<file path="config.mk">
export PLATFORM = sky130hd
export DESIGN_NAME = srt_div_top
export DESIGN_NICKNAME = d
export VERILOG_FILES = /design/src/design/srt_div_pkg.sv /design/src/design/lead_zero_count.sv /design/src/design/srt_decode.sv /design/src/design/srt_execute.sv /design/src/design/srt_result.sv /design/src/design/srt_div_top.sv
export SDC_FILE = /design/constraint.sdc
export NUM_CORES = 1
export LEC_CHECK = 0
export BUFFER_PORTS_ARGS = -buffer_cell sky130_fd_sc_hd__buf_2
export CAP_MARGIN = 20
export CORE_ASPECT_RATIO = 1.4
export CORE_MARGIN = 4
export CORE_UTILIZATION = 60
export CTS_CLUSTER_DIAMETER = 30
export CTS_CLUSTER_SIZE = 10
export DETAILED_ROUTE_END_ITERATION = 10
export GPL_TIMING_DRIVEN = 0
export PLACE_DENSITY = 0.77
export RECOVER_POWER = 100
export REMOVE_ABC_BUFFERS = 1
export SLEW_MARGIN = 15
export SYNTH_ARGS = -nofsm -noshare
export SYNTH_HDL_FRONTEND = slang
export SYNTH_SLANG_ARGS = --single-unit
export TNS_END_PERCENT = 1
</file>
<file path="constraint.sdc">
create_clock -name clk -period 7.55 [get_ports clk]
set_input_delay 0.755 -clock clk [delete_from_list [all_inputs] [get_ports clk]]
set_output_delay 0.755 -clock clk [all_outputs]
set_load 0.1 [all_outputs]
</file>
<file path="src/design/srt_div_pkg.sv">
// opcode and finish-case encodings; case code 2'b11 is unused
package srt_div_pkg;

    // operation carried with each request
    typedef enum logic [1:0] {
        OP_DIVU = 2'b00,
        OP_DIV  = 2'b01,
        OP_REMU = 2'b10,
        OP_REM  = 2'b11
    } div_op_e;

    // how a request gets finished
    // CASE_SMALL means dividend magnitude below divisor magnitude
    typedef enum logic [1:0] {
        CASE_NORMAL   = 2'b00,
        CASE_DIV_ZERO = 2'b01,
        CASE_SMALL    = 2'b10
    } div_case_e;

endpackage

</file>
<file path="src/design/lead_zero_count.sv">
// combinational only; returns WIDTH for an all-zero input and expects WIDTH of 2 or more
`timescale 1ns/10ps

module lead_zero_count #(
    parameter int WIDTH = 32
) (
    input  logic [WIDTH-1:0]           data,
    output logic [$clog2(WIDTH+1)-1:0] count
);

    localparam int CW     = $clog2(WIDTH + 1);
    localparam int LEVELS = $clog2(WIDTH);
    localparam int P      = 1 << LEVELS;

    // data at the top with zero fill at the low end up to a power of two
    logic [P-1:0] padded;

    assign padded = P'(data) << (P - WIDTH);

    genvar l, j;
    generate
        for (l = 0; l <= LEVELS; l++) begin : lvl
            // per node all-zero flag and leading zero count
            logic          none [P >> l];
            logic [CW-1:0] cnt  [P >> l];
            for (j = 0; j < (P >> l); j++) begin : node
                if (l == 0) begin : leaf
                    assign none[j] = ~padded[j];
                    assign cnt[j]  = '0;
                end else begin : merge
                    assign none[j] = lvl[l-1].none[2*j+1] & lvl[l-1].none[2*j];
                    // upper half empty so count continues into the lower half
                    assign cnt[j]  = lvl[l-1].none[2*j+1]
                                   ? CW'(1 << (l - 1)) + lvl[l-1].cnt[2*j]
                                   : lvl[l-1].cnt[2*j+1];
                end
            end
        end
    endgenerate

    assign count = lvl[LEVELS].none[0] ? CW'(WIDTH) : lvl[LEVELS].cnt[0];

endmodule

</file>
<file path="src/design/srt_decode.sv">
// operands are taken only on in_valid and in_ready; bypass requests leave with rounds of zero
`timescale 1ns/10ps

module srt_decode
    import srt_div_pkg::*;
#(
    parameter int WIDTH = 32
) (
    input  logic                       clk,
    input  logic                       reset,
    input  logic                       in_valid,
    output logic                       in_ready,
    input  div_op_e                    op,
    input  logic [WIDTH-1:0]           dividend,
    input  logic [WIDTH-1:0]           divisor,
    output logic                       dec_valid,
    input  logic                       dec_ready,
    output logic [WIDTH:0]             part_rem,
    output logic [WIDTH:0]             norm_div,
    output logic [$clog2(WIDTH+1)-1:0] rounds,
    output logic [$clog2(WIDTH+1)-1:0] shift_total,
    output logic                       quot_neg,
    output logic                       rem_neg,
    output div_case_e                  div_case,
    output logic [WIDTH-1:0]           orig_dividend,
    output div_op_e                    op_out
);

    localparam int CW = $clog2(WIDTH + 1);

    logic             signed_op;
    logic             a_neg;
    logic             b_neg;
    logic [WIDTH-1:0] a_mag;
    logic [WIDTH-1:0] b_mag;
    logic [CW-1:0]    a_lz;
    logic [CW-1:0]    b_lz;
    logic             is_zero;
    logic             is_small;
    logic             started;
    logic             accept;

    assign signed_op = (op == OP_DIV) || (op == OP_REM);
    assign a_neg     = signed_op && dividend[WIDTH-1];
    assign b_neg     = signed_op && divisor[WIDTH-1];
    assign a_mag     = a_neg ? -dividend : dividend;
    assign b_mag     = b_neg ? -divisor : divisor;

    lead_zero_count #(.WIDTH(WIDTH)) u_lz_dividend (
        .data  (a_mag),
        .count (a_lz)
    );

    lead_zero_count #(.WIDTH(WIDTH)) u_lz_divisor (
        .data  (b_mag),
        .count (b_lz)
    );

    // zero divisor has WIDTH leading zeros
    assign is_zero  = (b_lz == CW'(WIDTH));
    assign is_small = (a_lz > b_lz);

    assign in_ready = started && (!dec_valid || dec_ready);
    assign accept   = in_valid && in_ready;

    always_ff @(posedge clk) begin
        if (reset) begin
            started   <= 1'b0;
            dec_valid <= 1'b0;
        end else begin
            started <= 1'b1;
            if (accept) begin
                dec_valid <= 1'b1;
            end else if (dec_ready) begin
                dec_valid <= 1'b0;
            end
        end
    end

    always_ff @(posedge clk) begin
        if (accept) begin
            part_rem      <= {1'b0, a_mag << a_lz};
            norm_div      <= {1'b0, b_mag << b_lz};
            quot_neg      <= a_neg ^ b_neg;
            rem_neg       <= a_neg;
            orig_dividend <= dividend;
            op_out        <= op;
            // rounds plus the dividend shift is the divisor shift
            shift_total   <= b_lz;
            if (is_zero) begin
                div_case <= CASE_DIV_ZERO;
                rounds   <= '0;
            end else if (is_small) begin
                div_case <= CASE_SMALL;
                rounds   <= '0;
            end else begin
                div_case <= CASE_NORMAL;
                rounds   <= b_lz - a_lz;
            end
        end
    end

endmodule

</file>
<file path="src/design/srt_execute.sv">
// one SRT digit per cycle for rounds+1 cycles; needs a normalized divisor and WIDTH of 2 or more
`timescale 1ns/10ps

module srt_execute
    import srt_div_pkg::*;
#(
    parameter int WIDTH = 32
) (
    input  logic                       clk,
    input  logic                       reset,
    input  logic                       dec_valid,
    output logic                       dec_ready,
    input  logic [WIDTH:0]             part_rem,
    input  logic [WIDTH:0]             norm_div,
    input  logic [$clog2(WIDTH+1)-1:0] rounds,
    input  logic [$clog2(WIDTH+1)-1:0] dec_shift_total,
    input  logic                       dec_quot_neg,
    input  logic                       dec_rem_neg,
    input  div_case_e                  dec_div_case,
    input  logic [WIDTH-1:0]           dec_orig_dividend,
    input  div_op_e                    op,
    output logic                       exe_valid,
    input  logic                       exe_ready,
    output logic [WIDTH:0]             final_rem,
    output logic [WIDTH:0]             final_div,
    output logic [WIDTH-1:0]           pos_q,
    output logic [WIDTH-1:0]           neg_q,
    output logic [$clog2(WIDTH+1)-1:0] shift_total,
    output logic                       quot_neg,
    output logic                       rem_neg,
    output div_case_e                  div_case,
    output logic [WIDTH-1:0]           orig_dividend,
    output div_op_e                    op_out
);

    localparam int CW = $clog2(WIDTH + 1);

    typedef enum logic [1:0] {
        IDLE,
        ITERATE,
        DONE
    } exe_state_e;

    exe_state_e     state;
    logic [CW-1:0]  step_cnt;
    logic [CW-1:0]  last_step;
    logic [WIDTH:0] neg_div;
    logic [WIDTH:0] rem_next;
    logic           digit_pos;
    logic           digit_neg;
    logic           last;
    logic           load;

    assign load      = dec_valid && dec_ready;
    assign last      = (step_cnt == last_step);
    assign dec_ready = (state == IDLE) || ((state == DONE) && exe_ready);
    assign exe_valid = (state == DONE);
    assign neg_div   = -final_div;

    // digit from sign and top magnitude bit
    always_comb begin
        rem_next  = final_rem;
        digit_pos = 1'b0;
        digit_neg = 1'b0;
        case (final_rem[WIDTH -: 2])
            2'b01: begin
                rem_next  = final_rem + neg_div;
                digit_pos = 1'b1;
            end
            2'b10: begin
                rem_next  = final_rem + final_div;
                digit_neg = 1'b1;
            end
            default: rem_next = final_rem;
        endcase
    end

    always_ff @(posedge clk) begin
        if (reset) begin
            state    <= IDLE;
            step_cnt <= '0;
        end else begin
            case (state)
                IDLE: begin
                    if (dec_valid) begin
                        state <= ITERATE;
                    end
                end
                ITERATE: begin
                    if (last) begin
                        state <= DONE;
                    end
                end
                DONE: begin
                    if (exe_ready) begin
                        state <= dec_valid ? ITERATE : IDLE;
                    end
                end
                default: state <= IDLE;
            endcase
            if (load) begin
                step_cnt <= '0;
            end else if (state == ITERATE) begin
                step_cnt <= step_cnt + 1'b1;
            end
        end
    end

    always_ff @(posedge clk) begin
        if (load) begin
            final_rem     <= part_rem;
            final_div     <= norm_div;
            pos_q         <= '0;
            neg_q         <= '0;
            last_step     <= rounds;
            shift_total   <= dec_shift_total;
            quot_neg      <= dec_quot_neg;
            rem_neg       <= dec_rem_neg;
            div_case      <= dec_div_case;
            orig_dividend <= dec_orig_dividend;
            op_out        <= op;
        end else if (state == ITERATE) begin
            // final step keeps the remainder unshifted
            final_rem <= last ? rem_next : {rem_next[WIDTH-1:0], 1'b0};
            pos_q     <= {pos_q[WIDTH-2:0], digit_pos};
            neg_q     <= {neg_q[WIDTH-2:0], digit_neg};
        end
    end

endmodule

</file>
<file path="src/design/srt_result.sv">
// result is held while out_ready is low; unused opcode-case combinations fall back to the SRT result
`timescale 1ns/10ps

module srt_result
    import srt_div_pkg::*;
#(
    parameter int WIDTH = 32
) (
    input  logic                       clk,
    input  logic                       reset,
    input  logic                       exe_valid,
    output logic                       exe_ready,
    input  logic [WIDTH:0]             final_rem,
    input  logic [WIDTH:0]             final_div,
    input  logic [WIDTH-1:0]           pos_q,
    input  logic [WIDTH-1:0]           neg_q,
    input  logic [$clog2(WIDTH+1)-1:0] shift_total,
    input  logic                       quot_neg,
    input  logic                       rem_neg,
    input  div_case_e                  div_case,
    input  logic [WIDTH-1:0]           orig_dividend,
    input  div_op_e                    op,
    output logic                       out_valid,
    input  logic                       out_ready,
    output logic [WIDTH-1:0]           result,
    output logic                       div_zero
);

    logic [WIDTH:0]   rem_fix;
    logic [WIDTH-1:0] rem_mag;
    logic [WIDTH-1:0] quot_mag;
    logic [WIDTH-1:0] rem_val;
    logic [WIDTH-1:0] quot_val;
    logic [WIDTH-1:0] sel;
    logic             is_rem;
    logic             take;

    // negative remainder gets one divisor back and the quotient drops one ulp
    assign rem_fix  = final_rem[WIDTH] ? final_rem + final_div : final_rem;
    assign rem_mag  = rem_fix[WIDTH-1:0] >> shift_total;
    assign quot_mag = pos_q - neg_q - WIDTH'(final_rem[WIDTH]);
    assign rem_val  = rem_neg ? -rem_mag : rem_mag;
    assign quot_val = quot_neg ? -quot_mag : quot_mag;
    assign is_rem   = (op == OP_REMU) || (op == OP_REM);

    always_comb begin
        case (div_case)
            CASE_DIV_ZERO: sel = is_rem ? orig_dividend : '1;
            CASE_SMALL:    sel = is_rem ? orig_dividend : '0;
            default:       sel = is_rem ? rem_val : quot_val;
        endcase
    end

    assign exe_ready = !out_valid || out_ready;
    assign take      = exe_valid && exe_ready;

    always_ff @(posedge clk) begin
        if (reset) begin
            out_valid <= 1'b0;
        end else if (take) begin
            out_valid <= 1'b1;
        end else if (out_ready) begin
            out_valid <= 1'b0;
        end
    end

    always_ff @(posedge clk) begin
        if (take) begin
            result   <= sel;
            div_zero <= (div_case == CASE_DIV_ZERO);
        end
    end

endmodule

</file>
<file path="src/design/srt_div_top.sv">
// three-stage divider with one request per stage; results leave in request order
`timescale 1ns/10ps

module srt_div_top
    import srt_div_pkg::*;
#(
    parameter int WIDTH = 32
) (
    input  logic             clk,
    input  logic             reset,
    input  logic             in_valid,
    output logic             in_ready,
    input  div_op_e          op,
    input  logic [WIDTH-1:0] dividend,
    input  logic [WIDTH-1:0] divisor,
    output logic             out_valid,
    input  logic             out_ready,
    output logic [WIDTH-1:0] result,
    output logic             div_zero
);

    localparam int CW = $clog2(WIDTH + 1);

    // decode to execute
    logic             dec_valid;
    logic             dec_ready;
    logic [WIDTH:0]   dec_part_rem;
    logic [WIDTH:0]   dec_norm_div;
    logic [CW-1:0]    dec_rounds;
    logic [CW-1:0]    dec_shift_total;
    logic             dec_quot_neg;
    logic             dec_rem_neg;
    div_case_e        dec_div_case;
    logic [WIDTH-1:0] dec_orig_dividend;
    div_op_e          dec_op;

    // execute to result
    logic             exe_valid;
    logic             exe_ready;
    logic [WIDTH:0]   exe_final_rem;
    logic [WIDTH:0]   exe_final_div;
    logic [WIDTH-1:0] exe_pos_q;
    logic [WIDTH-1:0] exe_neg_q;
    logic [CW-1:0]    exe_shift_total;
    logic             exe_quot_neg;
    logic             exe_rem_neg;
    div_case_e        exe_div_case;
    logic [WIDTH-1:0] exe_orig_dividend;
    div_op_e          exe_op;

    srt_decode #(.WIDTH(WIDTH)) u_decode (
        .clk           (clk),
        .reset         (reset),
        .in_valid      (in_valid),
        .in_ready      (in_ready),
        .op            (op),
        .dividend      (dividend),
        .divisor       (divisor),
        .dec_valid     (dec_valid),
        .dec_ready     (dec_ready),
        .part_rem      (dec_part_rem),
        .norm_div      (dec_norm_div),
        .rounds        (dec_rounds),
        .shift_total   (dec_shift_total),
        .quot_neg      (dec_quot_neg),
        .rem_neg       (dec_rem_neg),
        .div_case      (dec_div_case),
        .orig_dividend (dec_orig_dividend),
        .op_out        (dec_op)
    );

    srt_execute #(.WIDTH(WIDTH)) u_execute (
        .clk               (clk),
        .reset             (reset),
        .dec_valid         (dec_valid),
        .dec_ready         (dec_ready),
        .part_rem          (dec_part_rem),
        .norm_div          (dec_norm_div),
        .rounds            (dec_rounds),
        .dec_shift_total   (dec_shift_total),
        .dec_quot_neg      (dec_quot_neg),
        .dec_rem_neg       (dec_rem_neg),
        .dec_div_case      (dec_div_case),
        .dec_orig_dividend (dec_orig_dividend),
        .op                (dec_op),
        .exe_valid         (exe_valid),
        .exe_ready         (exe_ready),
        .final_rem         (exe_final_rem),
        .final_div         (exe_final_div),
        .pos_q             (exe_pos_q),
        .neg_q             (exe_neg_q),
        .shift_total       (exe_shift_total),
        .quot_neg          (exe_quot_neg),
        .rem_neg           (exe_rem_neg),
        .div_case          (exe_div_case),
        .orig_dividend     (exe_orig_dividend),
        .op_out            (exe_op)
    );

    srt_result #(.WIDTH(WIDTH)) u_result (
        .clk           (clk),
        .reset         (reset),
        .exe_valid     (exe_valid),
        .exe_ready     (exe_ready),
        .final_rem     (exe_final_rem),
        .final_div     (exe_final_div),
        .pos_q         (exe_pos_q),
        .neg_q         (exe_neg_q),
        .shift_total   (exe_shift_total),
        .quot_neg      (exe_quot_neg),
        .rem_neg       (exe_rem_neg),
        .div_case      (exe_div_case),
        .orig_dividend (exe_orig_dividend),
        .op            (exe_op),
        .out_valid     (out_valid),
        .out_ready     (out_ready),
        .result        (result),
        .div_zero      (div_zero)
    );

endmodule

</file>
==> run metrics <==
FF-to-FF Start=u_execute.final_rem[11]; first-pass GRT wire length=156,000 um; hold path depth=1; Ports=105; clk sinks=335; GPL Wtd Cong=1.04; r2r setup slk=0.23 ns; Seq/Total Area, Yosys=30.8%; run status=finished, violations left; Die Span X=198 um; M1 WL=37,600 um; WP data required=7.99 ns; Area Overhead vs Synth=9.53%; final wirelength=102,000 um; number of diodes=0; period utilization=97.0%; WL/cell=23.5 um; layout cell share with drive strength beyond 1=7.97%; EDFF count, synth=260; Worst-Margin Slew=4.17 ns; DRC errors left=0; cell depth of the worst flop-to-flop path=16; 1st-iter DRT viols=2,938; via count=29,300; TritonCTS clock tree=yes; number of synthesis warnings=0; DP HPWL=77,500 um; Syn Std Cell Area=30,200 um2; met2 routed WL=49,100 um; Root Buffer=clkbuf_16; RSZ-0062 raised after global routing=false; initial antenna violation count=0; Cell variety after synth=104; Reg clk slew, reported paths=0.05 ns; critical path startpoint category=flip-flop; drt via density=6.74; Leak Pwr=12.6 nW; Critical Path Sink Type=flip-flop; largest net degree at the start of global routing=129; vias in the first global route=27,600; ANT nets after route=0; worst min-delay path startpoint=op[1]; Pwr Density=294 nW/um2; HP Class=primary input to flip-flop; count of pins over their slew limit=322; Slew HR=-178%; crit path time final=7.32 ns; core area=49,900 um2; WS Path Type=flip-flop to flip-flop; CTS max path bufs=3; clock skew=0.0206 ns; fin worst setup slack=0.229 ns; achievable frequency=137 MHz; H-Tree Depth=2; Die Y=273 um; starting density of the core=60.5%; remaining global-route overflow=0; critical-path maximum fanout=15; syn_area_per_cell=8.20 um2; Post-CTS Setup Bufs=0; VDD IR max=0.272 mV; final hold violation count=0; max-cap violations=6; total die area=54,000 um2; router iterations before antenna repair=6; cts bufs inserted=55; failing checks=max-capacitance violations, max-slew violations; # port buffers=104; worst slack, placed=-0.802 ns; Global Route Usage Sum=36.3%; async set or reset register ratio after synthesis=0%; setup_tns=0 ns; Mapped Cells=3,680; # setup viols final=0; RR Endpoint=u_result.result[26]; final net count=3,872; Primary FF master, synth=edfxtp_1; row cnt=97; crit path from=u_execute.final_rem[11]; register bit total from synthesis=335; Top Metal Used=met4; Worst Hold End=u_decode.op_out[1]; Clock Latency Late Sink=0.62 ns; CP arrival=7.76 ns; met3 wire len=7070 um
[worst max-delay path by stage]
stage | to | cells after the start | slack [ns]
after global placement | u_decode.norm_div[24] | 14 | -6.03
after global routing | u_result.result[29] | 16 | 0.04
after detailed placement | u_decode.rounds[4] | 22 | -0.80
final | u_result.result[26] | 16 | 0.23
after CTS | u_result.result[29] | 19 | 0.10
after floorplan | u_decode.norm_div[30] | 14 | -1.58
[power by group]
group	internal [W]	leakage [nW]	switching [W]
registers	0.00220	3.02	0.000136
clock network	0.00168	0.936	0.000939
logic	0.00172	8.66	0.00304
total	0.00560	12.6	0.00412
[placed cells by master, fill, tap and decap left out, drive strengths merged, types with 15 or more instances in the layout]
cell      n
ha      141
or4      18
a21oi   314
a221o    19
nand2   428
o41ai    20
clkbuf  145
nor4     43
o21ai   226
nand2b   45
inv     238
o31ai    42
xor2     79
mux2     35
a211o    16
nand4    35
nor2    320
nor3     89
mux2i   129
nor2b    43
o221ai   33
nand3    81
buf      59
and2     29
xnor2   126
a211oi   39
edfxtp  260
o21a     24
o22ai    30
mux4     16
a221oi   26
or2      26
a22oi    17
a21o     39
and3     22
o311ai   15
a31oi    57
dfxtp    75
or3      28
o211ai   45
[worst max-delay path: stages, from the launching register on]
cell and delay (ns):
edfxtp_1 0.54, ha_1 0.59, nor4_2 0.56, nor3_1 0.13, and2_1 0.25, a2111oi_2 0.77
o31ai_1 0.26, nand4_1 0.16, o221ai_1 0.37, o31ai_1 0.52, o221ai_1 0.42, a21o_1 0.38
nor4_1 0.64, nand4bb_2 0.52, nor4_1 0.51, mux2_1 0.37, o2111ai_1 0.18
[state kept, by name, summed over array words and instances, names as in the netlist, 32 cells and up]
signal	cells
u_decode.part_rem	32
u_execute.pos_q	32
u_decode.norm_div	32
u_decode.orig_dividend	32
u_execute.final_div	32
u_result.result	32
u_execute.neg_q	32
u_execute.orig_dividend	32
u_execute.final_rem	33
[metal layers]
| layer | up-vias | track usage [%] |
|---|---|---|
| li1 | 13600 | - |
| met1 | 13800 | 42.4 |
| met2 | 1453 | 62.3 |
| met3 | 433 | 4.47 |
| met4 | 0 | 24.1 |
| met5 | - | 0 |
[Yosys cell counts, types with 13 or more instances]
cell	count	area share (%)
a21o_1	39	0.97
mux2i_1	129	4.3
nand2b_1	45	0.93
a22oi_1	17	0.42
or2_2	25	0.52
o41ai_1	18	0.52
dfxtp_1	75	5.0
o211ai_1	45	1.1
nor2b_1	43	0.89
edfxtp_1	260	26
o21bai_1	13	0.32
or3_1	27	0.56
a21oi_1	313	5.2
nand3_1	81	1.3
o21a_1	24	0.60
a31oi_1	57	1.2
o21ai_1	15	0.25
o311ai_0	14	0.41
and3_1	22	0.46
mux2_2	35	1.3
a211o_1	16	0.46
xor2_1	78	2.3
o21ai_0	211	3.5
a221oi_1	24	0.70
nor3_1	86	1.4
nand4_1	35	0.73
or4_1	15	0.37
and2_1	29	0.60
o221ai_1	31	0.90
a221o_1	19	0.63
a211oi_1	38	0.95
nand2_1	428	5.3
xnor2_1	126	3.7
nor2_1	320	4.0
clkbuf_1	155	1.9
inv_1	226	2.8
buf_1	28	0.35
nor4_1	35	0.73
mux4_2	16	1.2
ha_1	141	5.8
o31ai_1	40	0.99
o22ai_1	29	0.60
buf_2	21	0.35
[kinds of logic after synthesis]
| family | Yosys count | share of synthesized area (%) |
|---|---|---|
| and+or+nand+nor | 1244 | 19.5 |
| AOI/OAI and AO/OA | 1122 | 24.9 |
| buffers and inverters | 448 | 5.82 |
| DFF | 335 | 30.8 |
| xor gates and xnor gates | 205 | 5.97 |
| muxes | 180 | 6.78 |
| adders and majority gates | 146 | 6.18 |
[metrics by stage]
stage / cell area (um2) / power [W] / cells / utilization (%) / hold WS (ns)
6_report: 33100 / 0.00971 / 4344 / 66.3 / 0.332
4_1_cts: 33200 / 0.00957 / 4343 / 66.6 / 0.309
3_3_place_gp: 30600 / 0.00687 / 4214 / 61.4 / 0.401
2_1_floorplan: 29300 / 0.00556 / 3467 / - / 0.400
3_5_place_dp: 31300 / 0.00693 / 4241 / 62.7 / 0.405
5_1_grt: 33100 / 0.0101 / 4344 / 66.3 / 0.314
[repair_timing]
item	4_1_cts	5_1_grt
resized for setup	1	8
endpoints found under the setup margin	6	28
hold buffers	0	0
[layout make-up]
cell class	count	area, um2
clock buffer	72	1480
clock inverter	30	465
fill	4307	16800
inverter	235	892
multi-input combinational	2897	19200
sequential	335	9310
tap	643	805
timing repair buffer	132	915
(Power assumes the default switching activity.)
